## config.mk

```make
export PLATFORM = sky130hd
export DESIGN_NAME = mmu_cycle_capture
export DESIGN_NICKNAME = d
export VERILOG_FILES = /design/src/rtl/mmu_pkg.sv /design/src/rtl/mmu_cycle_capture.sv
export VERILOG_INCLUDE_DIRS = /design/src /design/src/rtl
export SDC_FILE = /design/constraint.sdc
export NUM_CORES = 1
export LEC_CHECK = 0
export ABC_AREA = 1
export BUFFER_PORTS_ARGS = -buffer_cell sky130_fd_sc_hd__buf_2
export CORE_UTILIZATION = 45
export CTS_CLUSTER_SIZE = 28
export DETAILED_ROUTE_END_ITERATION = 12
export PLACE_DENSITY = 0.92
export SLEW_MARGIN = 20
export SYNTH_ARGS = -nofsm -noshare
export SYNTH_HDL_FRONTEND = slang
export SYNTH_SLANG_ARGS = --single-unit
```

## constraint.sdc

```tcl
create_clock -name AS -period 1.73 [get_ports AS]
set_input_delay 0.173 -clock AS [delete_from_list [all_inputs] [get_ports AS]]
set_output_delay 0.173 -clock AS [all_outputs]
set_load 0.05 [all_outputs]
```

## src/rtl/mmu_defines.svh

```systemverilog
`ifndef MMU_DEFINES_SVH
`define MMU_DEFINES_SVH

// processor word address, A23..A1
`define MMU_ADDR_W 23

// context register
`define MMU_CTX_W 3

// virtual address fields
`define MMU_SEG_W 9
`define MMU_PAGE_IDX_W 4
`define MMU_OFFSET_W 10

// map entry contents
`define MMU_PMEG_W 8
`define MMU_PPN_W 12

// map depths, indexed by ctx+segment and pmeg+page
`define MMU_SMAP_DEPTH (1 << (`MMU_CTX_W + `MMU_SEG_W))
`define MMU_PMAP_DEPTH (1 << (`MMU_PMEG_W + `MMU_PAGE_IDX_W))

// data bus
`define MMU_DATA_W 16

// function code of control space
`define MMU_FC_CTL 3

`endif

```

## src/rtl/mmu_pkg.sv

```systemverilog
`default_nettype none

`include "mmu_defines.svh"

package mmu_pkg;

   typedef logic [`MMU_ADDR_W-1:0] vaddr_t;
   typedef logic [`MMU_CTX_W-1:0]  ctx_t;
   typedef logic [`MMU_PMEG_W-1:0] pmeg_t;
   typedef logic [`MMU_PPN_W-1:0]  ppn_t;
   typedef logic [2:0]             fc_t;
   typedef logic [`MMU_DATA_W-1:0] data_t;

   // control space target, from A3..A1
   typedef enum logic [2:0] {
      SEL_PMAP_LO,
      SEL_PMAP_HI,
      SEL_SMAP,
      SEL_CTX,
      SEL_BERR,
      SEL_DIAG,
      SEL_NONE
   } ctl_sel_e;

   // page table entry, flags above ppn
   typedef struct packed {
      logic       valid;
      logic [5:0] prot;
      logic [1:0] mem_type;
      logic       acc;
      logic       mod;
      ppn_t       ppn;
   } pte_t;

   typedef struct packed {
      fc_t    fc;
      logic   rw;
      vaddr_t vaddr;
      data_t  wdata;
   } req_t;

   typedef struct packed {
      req_t     req;
      ctx_t     ctx;
      ctl_sel_e sel;
      logic     is_ctl;
      pmeg_t    pmeg;
      pte_t     pte;
      data_t    rdata;
   } stage_t;

   typedef struct packed {
      logic [`MMU_PPN_W+`MMU_OFFSET_W-1:0] paddr;
      logic [1:0]                         mem_type;
      logic                               berr;
      data_t                              rdata;
   } rsp_t;

endpackage

`default_nettype wire

```

## src/rtl/mmu_cycle_capture.sv

```systemverilog
`timescale 1ns/1ps
`default_nettype none

`include "mmu_defines.svh"

module mmu_cycle_capture (
   input  wire              AS,
   input  wire              P_RESET_n,
   input  logic             req_valid,
   input  mmu_pkg::req_t    req,
   output logic             s1_valid,
   output mmu_pkg::stage_t  s1
);

   logic              cap_valid;
   mmu_pkg::req_t     cap_req;
   mmu_pkg::ctx_t     ctx_q;
   mmu_pkg::stage_t   s1_nxt;
   logic              ctx_wr;

   // ------------------------------------------------------------------
   // request capture
   // ------------------------------------------------------------------
   always_ff @(posedge AS or negedge P_RESET_n)
   begin
      if (!P_RESET_n)
         cap_valid <= 1'b0;
      else
         cap_valid <= req_valid;
   end

   always_ff @(posedge AS)
   begin
      cap_req <= req;
   end

   // ------------------------------------------------------------------
   // control space decode
   // ------------------------------------------------------------------
   always_comb
   begin
      s1_nxt        = '0;
      s1_nxt.req    = cap_req;
      s1_nxt.ctx    = ctx_q;
      s1_nxt.is_ctl = (cap_req.fc == mmu_pkg::fc_t'(`MMU_FC_CTL));
      s1_nxt.sel    = mmu_pkg::SEL_NONE;
      if (s1_nxt.is_ctl)
      begin
         // A3..A1
         case (cap_req.vaddr[2:0])
            3'b100:  s1_nxt.sel = mmu_pkg::SEL_PMAP_HI;
            3'b101:  s1_nxt.sel = mmu_pkg::SEL_PMAP_LO;
            3'b110:  s1_nxt.sel = mmu_pkg::SEL_SMAP;
            3'b111:  s1_nxt.sel = mmu_pkg::SEL_CTX;
            3'b010:  s1_nxt.sel = mmu_pkg::SEL_BERR;
            3'b001:  s1_nxt.sel = mmu_pkg::SEL_DIAG;
            default: s1_nxt.sel = mmu_pkg::SEL_NONE;
         endcase
      end
      if (s1_nxt.sel == mmu_pkg::SEL_CTX && cap_req.rw)
         s1_nxt.rdata = mmu_pkg::data_t'(ctx_q);
   end

   assign ctx_wr = cap_valid && (s1_nxt.sel == mmu_pkg::SEL_CTX) && !cap_req.rw;

   // context register, new value seen by the next item
   always_ff @(posedge AS or negedge P_RESET_n)
   begin
      if (!P_RESET_n)
      begin
         s1_valid <= 1'b0;
         ctx_q    <= '0;
      end
      else
      begin
         s1_valid <= cap_valid;
         if (ctx_wr)
            ctx_q <= cap_req.wdata[`MMU_CTX_W-1:0];
      end
   end

   always_ff @(posedge AS)
   begin
      s1 <= s1_nxt;
   end

   a_fc_known : assert property (@(posedge AS) disable iff (!P_RESET_n)
      req_valid |-> !$isunknown(req.fc));

endmodule

`default_nettype wire

```

==> metrics list <==
- Final routed wirelength across all metal layers: 4590 um
* Arrival time of the worst setup path: 0.96 ns
- Port Buffer Count: 99
* Via count of the first global-routing pass: 1528
- Entering global routing, the biggest net connects 17 pins.
- Chain of cells forming the critical path: buf_2
- Via Count: 1571
- The cell area that synthesis handed to floorplanning was 2550 um2.
- Summed over all failing endpoints, the final setup total negative slack is 0 ns.
- Area Overhead vs Synth: 40.9%
- In the routed layout, each cell is associated on average with a via count of 3.78.
- STA classifies the critical path endpoint as an output pin.
- Worst stage delay on the critical path: 0.35 ns
- H-tree levels: 3
- HPWL after detailed placement: 2970 um
- Area of the core: 5470 um2
- In this run the worst hold path is classified as input pin to async pin.
- Final worst path period need: 1.13 ns
* Synthesized instance count: 185
* Total buffers and inverters traversed by the critical path: 1
- Tcrit/Tclk final: 65.5%
* Distinct cell type count after synthesis: 13
- GRT Resource Usage Total: 16.0%
* Placed Instances: 355
- The clock passes through at most 2 buffers.
- Chip height: 77.3 um
* Setup repair after global routing missed its margin: false
- Clock-pin slew was measured on the worst setup and hold paths at 0.09 ns.
- For this run, design rule violations remaining after detail routing come to 0.
- For the final database, setup skew stands at 0.00857 ns.
- Global routing finished with a remaining overflow of 0.
* Count of antenna diodes in the layout: 0
- In this run the register-to-register setup slack is 0.70 ns.
- Flip-flop and latch count after synthesis: 101
- TritonCTS built the clock tree.
- I/O pin count: 144
- Fmax: 883 MHz
* Final weighted congestion in routability-driven placement: 0.729
* Fraction of layout cells with a size suffix above 1: 33.7%
- The count of final hold-check violations came to 0.
- Post-cts hold buffer count: 45
* Antenna violations before repair: 0
- During synthesis, Yosys emitted a total of 0 warnings.
- Max capacitance violation total: 0
* Root Driver: clkbuf_8
- Wire length the detailed router placed on met1: 1610 um
- Crit path max-delay family: flip-flops
- STA classifies the critical path startpoint as a flop.
* Clk sink count: 101
* CTS resizes: 0
* Post-route antenna net violation count: 0
- Setup violations remaining at the end of the flow were counted as 0.
- Worst supply voltage drop on vdd: 0.668 mV
* Source-to-sink clock delay at the later pin of the worst-skew pair: 0.34 ns
- Slowest library cell on the worst path: dfxtp_1
- In this run the mean area of a mapped cell was 13.8 um2.
- CTS Buf Count: 9
- Power Total: 4440 uW
- Sequential share of the synthesized area: 80.2%
* X dimension of the die: 77.3 um
- Required time of the worst setup path: 1.56 ns
- The flow ran to the end, and the final reports show no timing, DRC or antenna violations.
- Wire length of the first global-routing pass: 6930 um
- Along the worst path, the maximum fanout reaches 1.
- In this run the static leakage power is 0.00177 uW.
* Met3 wirelength from detailed routing: 308 um
* Count of placed standard cells in the final layout, fillers left out: 416
- Number of cell rows: 27
- Initial drt markers: 41
- Detailed routing placed a total of 2600 um of wire on met2.
- Once the floorplan was initialized, standard cells occupied 46.7% of the core.
- The die covers 5980 um2.
* Type of the worst setup path: flop to output pin
- Power spread over the standard cell area amounts to 1230 nW/um2.
- The first TritonRoute pass finished after 5 iterations.
* Worst hold slack: 0.154 ns
- Drt wl/cell: 11.0 um
* Final-report max-slew violation count: 0
* Highest Signal Layer: met4
- At the end of the flow, the number of nets in the layout was 385.
- Once the clock tree was built, the setup fixing pass inserted 0 buffers.
layout by cell type (no fill, tap or decap), types with 5 or more instances in the layout:
cell type / count
buf_2: 99
nand2_1: 13
dfxtp_1: 96
conb_1: 44
clkbuf_8: 10
nand3_1: 7
dfrtp_1: 5
dlygate4sd3_1: 45
inv_1: 8
nor2_1: 6
report_power, final:
part	leakage (uW)	switching (uW)	internal [uW]	total, uW
registers	0.000871	41.1	2450	2490
logic	0.000815	500	151	651
clock network	0.0000832	729	571	1300
total	0.00177	1270	3170	4440
routing by layer:
metal	up-vias	track usage, %
met2	79	30.5
met3	6	6.00
met4	0	8.30
li1	782	-
met5	-	0
met1	704	14.4
state kept, by name (all words and copies together) (netlist names):
| register | flops |
|---|---|
| s1_valid | 1 |
| ctx_q | 3 |
| s1 | 53 |
| cap_valid | 1 |
| cap_req | 43 |
cell families (layout without fill, tap and decap cells):
logic type             Yosys count  count (layout)  synth area share, %
and+or+nand+nor                 29              29                 5.10
buffers and inverters           52             168                 14.1
DFF                            101             101                 80.2
other                            1              44                0.147
AOI/OAI and AO/OA                2               2                0.490
synth_stat cells (all sizes together):
cell type	count	area [um2]
a21oi	1	5.00
nand3	7	35.0
conb	1	3.75
o211ai	1	7.51
dfxtp	96	1920
nor2	8	40.0
inv	8	30.0
nand2	14	55.1
buf	44	330
dfrtp	5	125
stage by stage:
stage               worst slack [ns]  utilization (%)  instance area [um2]
finish                         0.598             65.8                 3600
global route                   0.540             65.8                 3600
CTS                            0.602             65.8                 3600
detailed placement             0.738             54.3                 2970
global placement               0.807             54.3                 2970
floorplan                      0.863                -                 2720
path summary, 6_finish.rpt:
check	from	to	cells past startpoint
worst max-delay path	s1[60]$_DFF_P_	s1[60]	1
worst min-delay path	P_RESET_n	s1_valid$_DFF_PN0_	2
worst max register to register	cap_valid$_DFF_PN0_	ctx_q[2]$_DFFE_PN0P_	5
worst min register to register	cap_req[4]$_DFF_P_	s1[58]$_DFF_P_	0
max in group asynchronous	P_RESET_n	ctx_q[0]$_DFFE_PN0P_	2
min in group AS	cap_req[4]$_DFF_P_	s1[58]$_DFF_P_	0
cell type report:
class                   instances  area, um2
multi-input cells              75        308
clock buffers                  12        145
fillers                       419       1870
repair buffers                144        946
flip-flops and latches        101       2050
clock inverters                 4       32.5
well taps                      72       90.1
inverters                       8       30.0
Power figures use the tool's default switching activity.
