File: config.mk
export PLATFORM = sky130hd
export DESIGN_NAME = mmu_access_check
export DESIGN_NICKNAME = d
export VERILOG_FILES = /design/src/rtl/mmu_pkg.sv /design/src/rtl/mmu_access_check.sv
export VERILOG_INCLUDE_DIRS = /design/src /design/src/rtl
export SDC_FILE = /design/constraint.sdc
export NUM_CORES = 1
export LEC_CHECK = 0
export BUFFER_PORTS_ARGS = -buffer_cell sky130_fd_sc_hd__buf_2
export CAP_MARGIN = 30
export CELL_PAD_IN_SITES_DETAIL_PLACEMENT = 0
export CELL_PAD_IN_SITES_GLOBAL_PLACEMENT = 2
export CORE_ASPECT_RATIO = 0.75
export CORE_UTILIZATION = 19
export CTS_CLUSTER_DIAMETER = 60
export DETAILED_ROUTE_END_ITERATION = 8
export HOLD_SLACK_MARGIN = 0.06
export PLACE_DENSITY = 0.76
export SLEW_MARGIN = 20
export SYNTH_ARGS = -nofsm -noshare
export SYNTH_HDL_FRONTEND = slang
export SYNTH_SLANG_ARGS = --single-unit
File: constraint.sdc
create_clock -name AS -period 0.9 [get_ports AS]
set_input_delay 0.045 -clock AS [delete_from_list [all_inputs] [get_ports AS]]
set_output_delay 0.045 -clock AS [all_outputs]
set_load 0.05 [all_outputs]
File: src/rtl/mmu_defines.svh
`ifndef MMU_DEFINES_SVH
`define MMU_DEFINES_SVH

// processor word address, A23..A1
`define MMU_ADDR_W 23

// context register
`define MMU_CTX_W 3

// virtual address fields
`define MMU_SEG_W 9
`define MMU_PAGE_IDX_W 4
`define MMU_OFFSET_W 10

// map entry contents
`define MMU_PMEG_W 8
`define MMU_PPN_W 12

// map depths, indexed by ctx+segment and pmeg+page
`define MMU_SMAP_DEPTH (1 << (`MMU_CTX_W + `MMU_SEG_W))
`define MMU_PMAP_DEPTH (1 << (`MMU_PMEG_W + `MMU_PAGE_IDX_W))

// data bus
`define MMU_DATA_W 16

// function code of control space
`define MMU_FC_CTL 3

`endif

File: src/rtl/mmu_pkg.sv
`default_nettype none

`include "mmu_defines.svh"

package mmu_pkg;

   typedef logic [`MMU_ADDR_W-1:0] vaddr_t;
   typedef logic [`MMU_CTX_W-1:0]  ctx_t;
   typedef logic [`MMU_PMEG_W-1:0] pmeg_t;
   typedef logic [`MMU_PPN_W-1:0]  ppn_t;
   typedef logic [2:0]             fc_t;
   typedef logic [`MMU_DATA_W-1:0] data_t;

   // control space target, from A3..A1
   typedef enum logic [2:0] {
      SEL_PMAP_LO,
      SEL_PMAP_HI,
      SEL_SMAP,
      SEL_CTX,
      SEL_BERR,
      SEL_DIAG,
      SEL_NONE
   } ctl_sel_e;

   // page table entry, flags above ppn
   typedef struct packed {
      logic       valid;
      logic [5:0] prot;
      logic [1:0] mem_type;
      logic       acc;
      logic       mod;
      ppn_t       ppn;
   } pte_t;

   typedef struct packed {
      fc_t    fc;
      logic   rw;
      vaddr_t vaddr;
      data_t  wdata;
   } req_t;

   typedef struct packed {
      req_t     req;
      ctx_t     ctx;
      ctl_sel_e sel;
      logic     is_ctl;
      pmeg_t    pmeg;
      pte_t     pte;
      data_t    rdata;
   } stage_t;

   typedef struct packed {
      logic [`MMU_PPN_W+`MMU_OFFSET_W-1:0] paddr;
      logic [1:0]                         mem_type;
      logic                               berr;
      data_t                              rdata;
   } rsp_t;

endpackage

`default_nettype wire

File: src/rtl/mmu_access_check.sv
`timescale 1ns/1ps
`default_nettype none

`include "mmu_defines.svh"

module mmu_access_check (
   input  wire              AS,
   input  wire              P_RESET_n,
   input  logic             s3_valid,
   input  mmu_pkg::stage_t  s3,
   output logic             rsp_valid,
   output mmu_pkg::rsp_t    rsp,
   output logic [7:0]       leds
);

   mmu_pkg::data_t  cause_q;
   mmu_pkg::rsp_t   rsp_nxt;
   logic            sup;
   logic            prog;
   logic            prot_ok;
   logic            invalid;
   logic            prot_err;
   logic            fault;
   logic            diag_wr;

   // ------------------------------------------------------------------
   // protection check
   // ------------------------------------------------------------------
   always_comb
   begin
      sup  = s3.req.fc[2];
      // program space is fc 2 or 6
      prog = (s3.req.fc[1:0] == 2'b10);
      if (!s3.req.rw)
         prot_ok = sup ? s3.pte.prot[5] : s3.pte.prot[2];
      else if (prog)
         prot_ok = sup ? s3.pte.prot[3] : s3.pte.prot[0];
      else
         prot_ok = sup ? s3.pte.prot[4] : s3.pte.prot[1];
   end

   assign invalid  = !s3.is_ctl && !s3.pte.valid;
   assign prot_err = !s3.is_ctl && s3.pte.valid && !prot_ok;
   assign fault    = invalid || prot_err;

   assign diag_wr = s3_valid && (s3.sel == mmu_pkg::SEL_DIAG) && !s3.req.rw;

   // ------------------------------------------------------------------
   // response
   // ------------------------------------------------------------------
   always_comb
   begin
      rsp_nxt       = '0;
      rsp_nxt.berr  = fault;
      rsp_nxt.rdata = s3.rdata;
      if (!s3.is_ctl)
      begin
         rsp_nxt.paddr    = {s3.pte.ppn, s3.req.vaddr[`MMU_OFFSET_W-1:0]};
         rsp_nxt.mem_type = s3.pte.mem_type;
      end
      else if (s3.req.rw)
      begin
         case (s3.sel)
            mmu_pkg::SEL_BERR: rsp_nxt.rdata = cause_q;
            mmu_pkg::SEL_DIAG: rsp_nxt.rdata = mmu_pkg::data_t'(leds);
            default:           rsp_nxt.rdata = s3.rdata;
         endcase
      end
   end

   // cause is held until the next fault
   always_ff @(posedge AS or negedge P_RESET_n)
   begin
      if (!P_RESET_n)
      begin
         rsp_valid <= 1'b0;
         cause_q   <= '0;
         leds      <= '0;
      end
      else
      begin
         rsp_valid <= s3_valid;
         if (s3_valid && fault)
            cause_q <= mmu_pkg::data_t'({prot_err, invalid});
         if (diag_wr)
            leds <= s3.req.wdata[7:0];
      end
   end

   always_ff @(posedge AS)
   begin
      rsp <= rsp_nxt;
   end

   a_no_ctl_berr : assert property (@(posedge AS) disable iff (!P_RESET_n)
      (s3_valid && s3.req.fc == mmu_pkg::fc_t'(`MMU_FC_CTL)) |=> !rsp.berr);

endmodule

`default_nettype wire

==> impl_metrics.tcl, run 1 <==
set metrics [dict create \
    status "complete, but fails checks" \
    violations "negative setup slack" \
    cts-root-buf "clkbuf_16" \
    cellLeakagePower_uw 0.00154 \
    final_common_cell "buf_2" \
    wire_per_inst_um 11.6 \
    p_seq_share_pct 41.2 \
    htreeDepth 2 \
    worstSetupEndpointType "output pin" \
    fin_crit_sh_pct 102 \
    cp_max_fo 3 \
    die_area_mm2 0.00909 \
    hp-start "s3[38]" \
    clk_pin_slew_ns 0.07 \
    hold_path_depth 4 \
    switchingPower_uw 1900 \
    reg2regPathDepth 1 \
    final_cell_mix "65 x buf_2, 51 x dlygate4sd3_1, 41 x dfxtp_1" \
    slew_violations 0 \
    clock.fmax_mhz 1090 \
    synth-edff-count 0 \
    r2r_slack_ns 0.06 \
    p_int_uw 4560 \
    clock_path_buffers 2 \
    pwr-share-comb_pct 26.3 \
    rsz0062_at_grt "yes" \
    critPathBufInv 1 \
    synthCells 140 \
    r2r-end "leds[1]" \
    worstMarginPinSlew_ns 0.268 \
    fin_util_pct 38.6 \
    drc 0 \
    cts_made_buffers 5 \
    synth_seq_cells 52 \
    finalCriticalPeriod_ns 0.914 \
    start_util_pct 19.6 \
    grt_pass1_wl_mm 7.89 \
    async_flop_share_pct 21.2 \
    p_per_area_mw_per_mm2 1980 \
    synthToLayoutAreaGrowth_pct 97.3 \
    dr_total_vias 1586 \
    crit_slowest_cell "dfrtp_2" \
    coreArea_mm2 0.00845 \
    min_path_type "input pin to register" \
    place_hpwl_mm 3.51 \
    ys.warnings.count 0 \
    clk_latency_ns 0.28 \
    hold-path-endpoint "cause_q[1]" \
    worst-endpoint-required_ns 0.85 \
    max-slew-margin-rel_pct 82.1 \
    drt_first_iter_violations 20 \
    nets 416 \
    syn_nets 240 \
    cp_slowest_stage_delay_ns 0.43 \
    wl_mm 4.92 \
    diodes 0 \
    r2r_start "leds[1]" \
    worstPathArrival_ns 0.87 \
    ir_worst_vdd_uv 833 \
    grt_max_degree 16 \
    place_congestion 0.755 \
    maxCapViolCount 0 \
    finalSetupViolations 5 \
    avgViaCountPerCell 3.73 \
    p_sw_share_pct 29.4 \
    finalHoldViolCount 0 \
    row_count 29 \
    synthesis.area_mm2 0.00166 \
    synth_cell_types 22 \
    final.setup.worst_slack_ns -0.0141 \
    grt_overflow_total 0 \
    cts_tree "built" \
    worstSetupPathType "register to output pin" \
    grt_pass1_vias 1667 \
    port_buffers 115 \
    cp-start-kind "register" \
    die_w_um 110 \
    syn_avg_cell_area_um2 11.8 \
    ios 150 \
    drive_gt1_share_pct 46.4 \
    path_cells "buf_6" \
    ant_nets 0 \
    seq_area_frac_synth_pct 66.2 \
    cts_sinks 52 \
    fin_skew_ns 0.00246 \
    firstDrtPassIters 4 \
    grtUsageTotal_pct 11.3 \
    yosys_most_used_dff "dfxtp_1" \
    grt_antenna_before_repair 2 \
    critical-path-top-delay-family "flip-flops" \
    die_h_um 82.8 \
    p_clk_share_pct 32.5 \
    hold_ws_ns 0.103 \
]
-- state kept, by name, summed over array words and instances, names as in the netlist --
register   flops
leds           8
cause_q        2
rsp_valid      1
rsp           41
-- logic make-up (layout without fill, tap and decap cells) --
group,Yosys count,after routing,share of synthesized area (%)
compound gates,13,13,4.69
buf+inv,7,184,1.89
flops,52,52,66.2
mux,13,13,8.62
simple gates,55,55,18.6
-- routing by layer --
| metal | vias up | routed length, um | track usage (%) | part of all wire (%) |
|---|---|---|---|---|
| met5 | - | 32 | 0 | 0.65 |
| met4 | 4 | 51 | 3.64 | 1.0 |
| met3 | 8 | 247 | 2.90 | 5.0 |
| met2 | 42 | 2660 | 21.2 | 54 |
| met1 | 728 | 1930 | 12.0 | 39 |
| li1 | 804 | - | - | - |
-- worst max path at each step --
stage / startpoint / end / slack, ns / cells after the start
2_1_floorplan: s3[48] / leds[0] / -0.03 / 4
6_report: leds[1] / leds[1] / -0.01 / 1
3_3_place_gp: s3[49] / leds[0] / -0.19 / 5
5_1_grt: leds[1] / leds[1] / -0.05 / 1
4_1_cts: leds[1] / leds[1] / -0.03 / 1
3_5_place_dp: s3[49] / leds[7] / -0.23 / 5
-- what timing repair did --
action                                  CTS  global route
buffers inserted                          1             0
hold buffers                             51             0
gates cloned                              0             0
hold endpoints to repair                 62             0
endpoints found under the setup margin   29            30
gates resized for setup                  37            26
-- through the flow --
stage	area (um2)	cells	power, uW	TNS [ns]	setup slack (ns)
after floorplan	1680	140	3610	-0.257	-0.0345
after global placement	2420	365	4030	-1.92	-0.190
after detailed placement	2420	365	4040	-2.16	-0.230
after CTS	3210	425	6530	-0.114	-0.0294
after global routing	3270	425	6780	-0.279	-0.0458
final	3270	425	6460	-0.0323	-0.0141
-- power groups by stage --
stage               sequential, uW  combinational, uW  clock, uW
floorplan                     3370                240          0
global placement              2690               1340          0
detailed placement            2690               1350          0
CTS                           2660               1680       2190
global route                  2690               1790       2300
finish                        2660               1700       2100
-- Yosys cell counts (2+ instances only) --
master / instances / area (um2)
nand3_1: 3 / 15.0
mux2i_1: 3 / 30.0
nor2b_1: 25 / 156
dfxtp_1: 41 / 821
and2_1: 8 / 50.1
mux2_1: 9 / 101
a21oi_1: 2 / 10.0
nand2_1: 15 / 56.3
dfrtp_1: 11 / 275
clkbuf_1: 4 / 15.0
o21ai_1: 8 / 40.0
-- cell type report --
| cell class | instances | area, um2 |
|---|---|---|
| clock buffers | 6 | 129 |
| clock inverters | 2 | 35.0 |
| fillers | 853 | 5190 |
| inverters | 1 | 3.75 |
| multi-input cells | 81 | 544 |
| flip-flops and latches | 52 | 1110 |
| well taps | 108 | 135 |
| repair buffers | 175 | 1310 |
(Power assumes the default switching activity.)
==> inputs of run 2 (changes only) <==
CORE_UTILIZATION = 21   (was 19)
PLACE_DENSITY = 0.83   (was 0.76)
clock period = 1.18 ns   (was 0.9 ns; I/O delays follow)
==> impl_metrics.tcl, run 2 (same netlist as run 1, synthesis figures left out) <==
set metrics [dict create \
    port_buffers 115 \
    rsz0062_at_grt "no" \
    nets 411 \
    cts_setup_buffers 0 \
    regArea_mm2 0.00110 \
    avgViaCountPerCell 3.78 \
    drive_gt1_share_pct 42.0 \
    grt_overflow_total 0 \
    cts_sinks 52 \
    start_util_pct 22.1 \
    drt_first_iter_violations 24 \
    worstSetupEndpointType "output pin" \
    ios 150 \
    maxCapViolCount 0 \
    largest_reg_flops 41 \
    grt_antenna_before_repair 0 \
    firstDrtPassIters 4 \
    diodes 0 \
    finalCriticalPeriod_ns 1.01 \
    row_count 27 \
    clk_latency_ns 0.29 \
    cts_made_buffers 5 \
    grt_pass1_vias 1550 \
    stdcell_count 413 \
    dr_total_vias 1562 \
    crit_slowest_cell "dfrtp_1" \
    ant_nets 0 \
    grt_max_degree 25 \
    coreArea_mm2 0.00750 \
    path_cells "buf_2" \
    fin_skew_ns 0.00633 \
    cp_max_fo 3 \
    cp_slowest_stage_delay_ns 0.38 \
    wire_per_inst_um 11.2 \
    die_w_um 105 \
    place_hpwl_mm 3.21 \
    cts_tree "built" \
    clock_path_buffers 2 \
    worstPathArrival_ns 0.95 \
    clock.fmax_mhz 993 \
    worst-endpoint-required_ns 1.12 \
    finalHoldViolCount 0 \
    p_per_area_mw_per_mm2 1400 \
    dp_cells 354 \
    finalSetupViolations 0 \
    wl_mm 4.63 \
    max-slew-margin-rel_pct 84.1 \
    slew_violations 0 \
    critPathBufInv 1 \
    worstMarginPinSlew_ns 0.231 \
    cp-start-kind "register" \
    synthToLayoutAreaGrowth_pct 79.7 \
    clk_pin_slew_ns 0.10 \
    top_regs "rsp x41, leds x8, cause_q x2" \
    multi_input_area_um2 528 \
    grt_pass1_wl_mm 7.31 \
    place_congestion 0.686 \
    final_common_cell "buf_2" \
    final_cell_mix "115 x buf_2, 51 x dlygate4sd3_1, 41 x dfxtp_1" \
    drc 0 \
    ir_worst_vdd_uv 506 \
    min_path_type "input pin to register" \
    status "completed" \
    top_register "rsp" \
    cellLeakagePower_uw 0.00145 \
    critical-path-top-delay-family "flip-flops" \
    fin_crit_sh_pct 85.3 \
    cts-root-buf "clkbuf_8" \
    finalPower_uw 4170 \
    die_h_um 78.9 \
    grtUsageTotal_pct 11.3 \
    die_area_mm2 0.00825 \
    worstSetupPathType "register to output pin" \
    fill_cells 753 \
    setup_tns_ns 0 \
    htreeDepth 2 \
]
==> run 2: cell types whose count changed in the layout (fill, tap and decap cells not counted), sizes merged <==
cell | previous run | this run
clkbuf | 23 | 7
clkinv | 1 | 0
inv | 1 | 2
buf | 107 | 119
bufinv | 1 | 0
==> run 2: worst paths after layout <==
path / from / endpoint / slack (ns) / depth (start not counted)
min in group asynchronous: P_RESET_n / cause_q[0] / 0.17 / 2
max in group asynchronous: P_RESET_n / leds[0] / 0.80 / 2
max: leds[7] / leds[7] / 0.17 / 1
max reg2reg: leds[1] / rsp[1] / 0.37 / 2
min reg2reg: cause_q[1] / cause_q[1] / 0.50 / 1
min: s3_valid / cause_q[1] / 0.08 / 2
==> run 2: layer usage <==
layer	vias to the layer above	part of all wire, %	global-route usage (%)
met5	-	0	0
met4	0	2.7	5.43
met3	10	4.3	2.46
met2	50	48	19.1
met1	706	45	13.6
li1	796	-	-
==> run 2: cell type report <==
| cell class | instances | share of cell area [%] |
|---|---|---|
| Clock buffer | 7 | 2.90 |
| Clock inverter | 1 | 0.210 |
| Inverter | 1 | 0.126 |
| Multi-Input combinational cell | 81 | 17.7 |
| Sequential cell | 52 | 36.8 |
| Tap cell | 101 | 4.25 |
| Timing Repair Buffer | 170 | 37.9 |
==> run 2: report_power, final <==
part / internal (uW) / leakage, uW / switching (uW)
Combinational: 396 / 0.000929 / 742
Clock: 480 / 0.0000488 / 568
Sequential: 1920 / 0.000477 / 68.1
==> run 2: what timing repair did <==
action	in CTS	in global routing
hold endpoints to repair	62	0
hold buffers	51	0
setup endpoints to repair	0	0
resized for setup	0	0
==> run 2: metrics by stage <==
stage	area (um2)	hold slack [ns]	setup WS [ns]	util, %
2_1_floorplan	1660	-0.237	0.159	-
3_3_place_gp	2370	-0.0472	0.0279	31.6
3_5_place_dp	2370	-0.0443	0.00627	31.6
4_1_cts	2980	0.0763	0.142	39.7
5_1_grt	2980	0.0838	0.0962	39.7
6_report	2980	0.0839	0.173	39.7
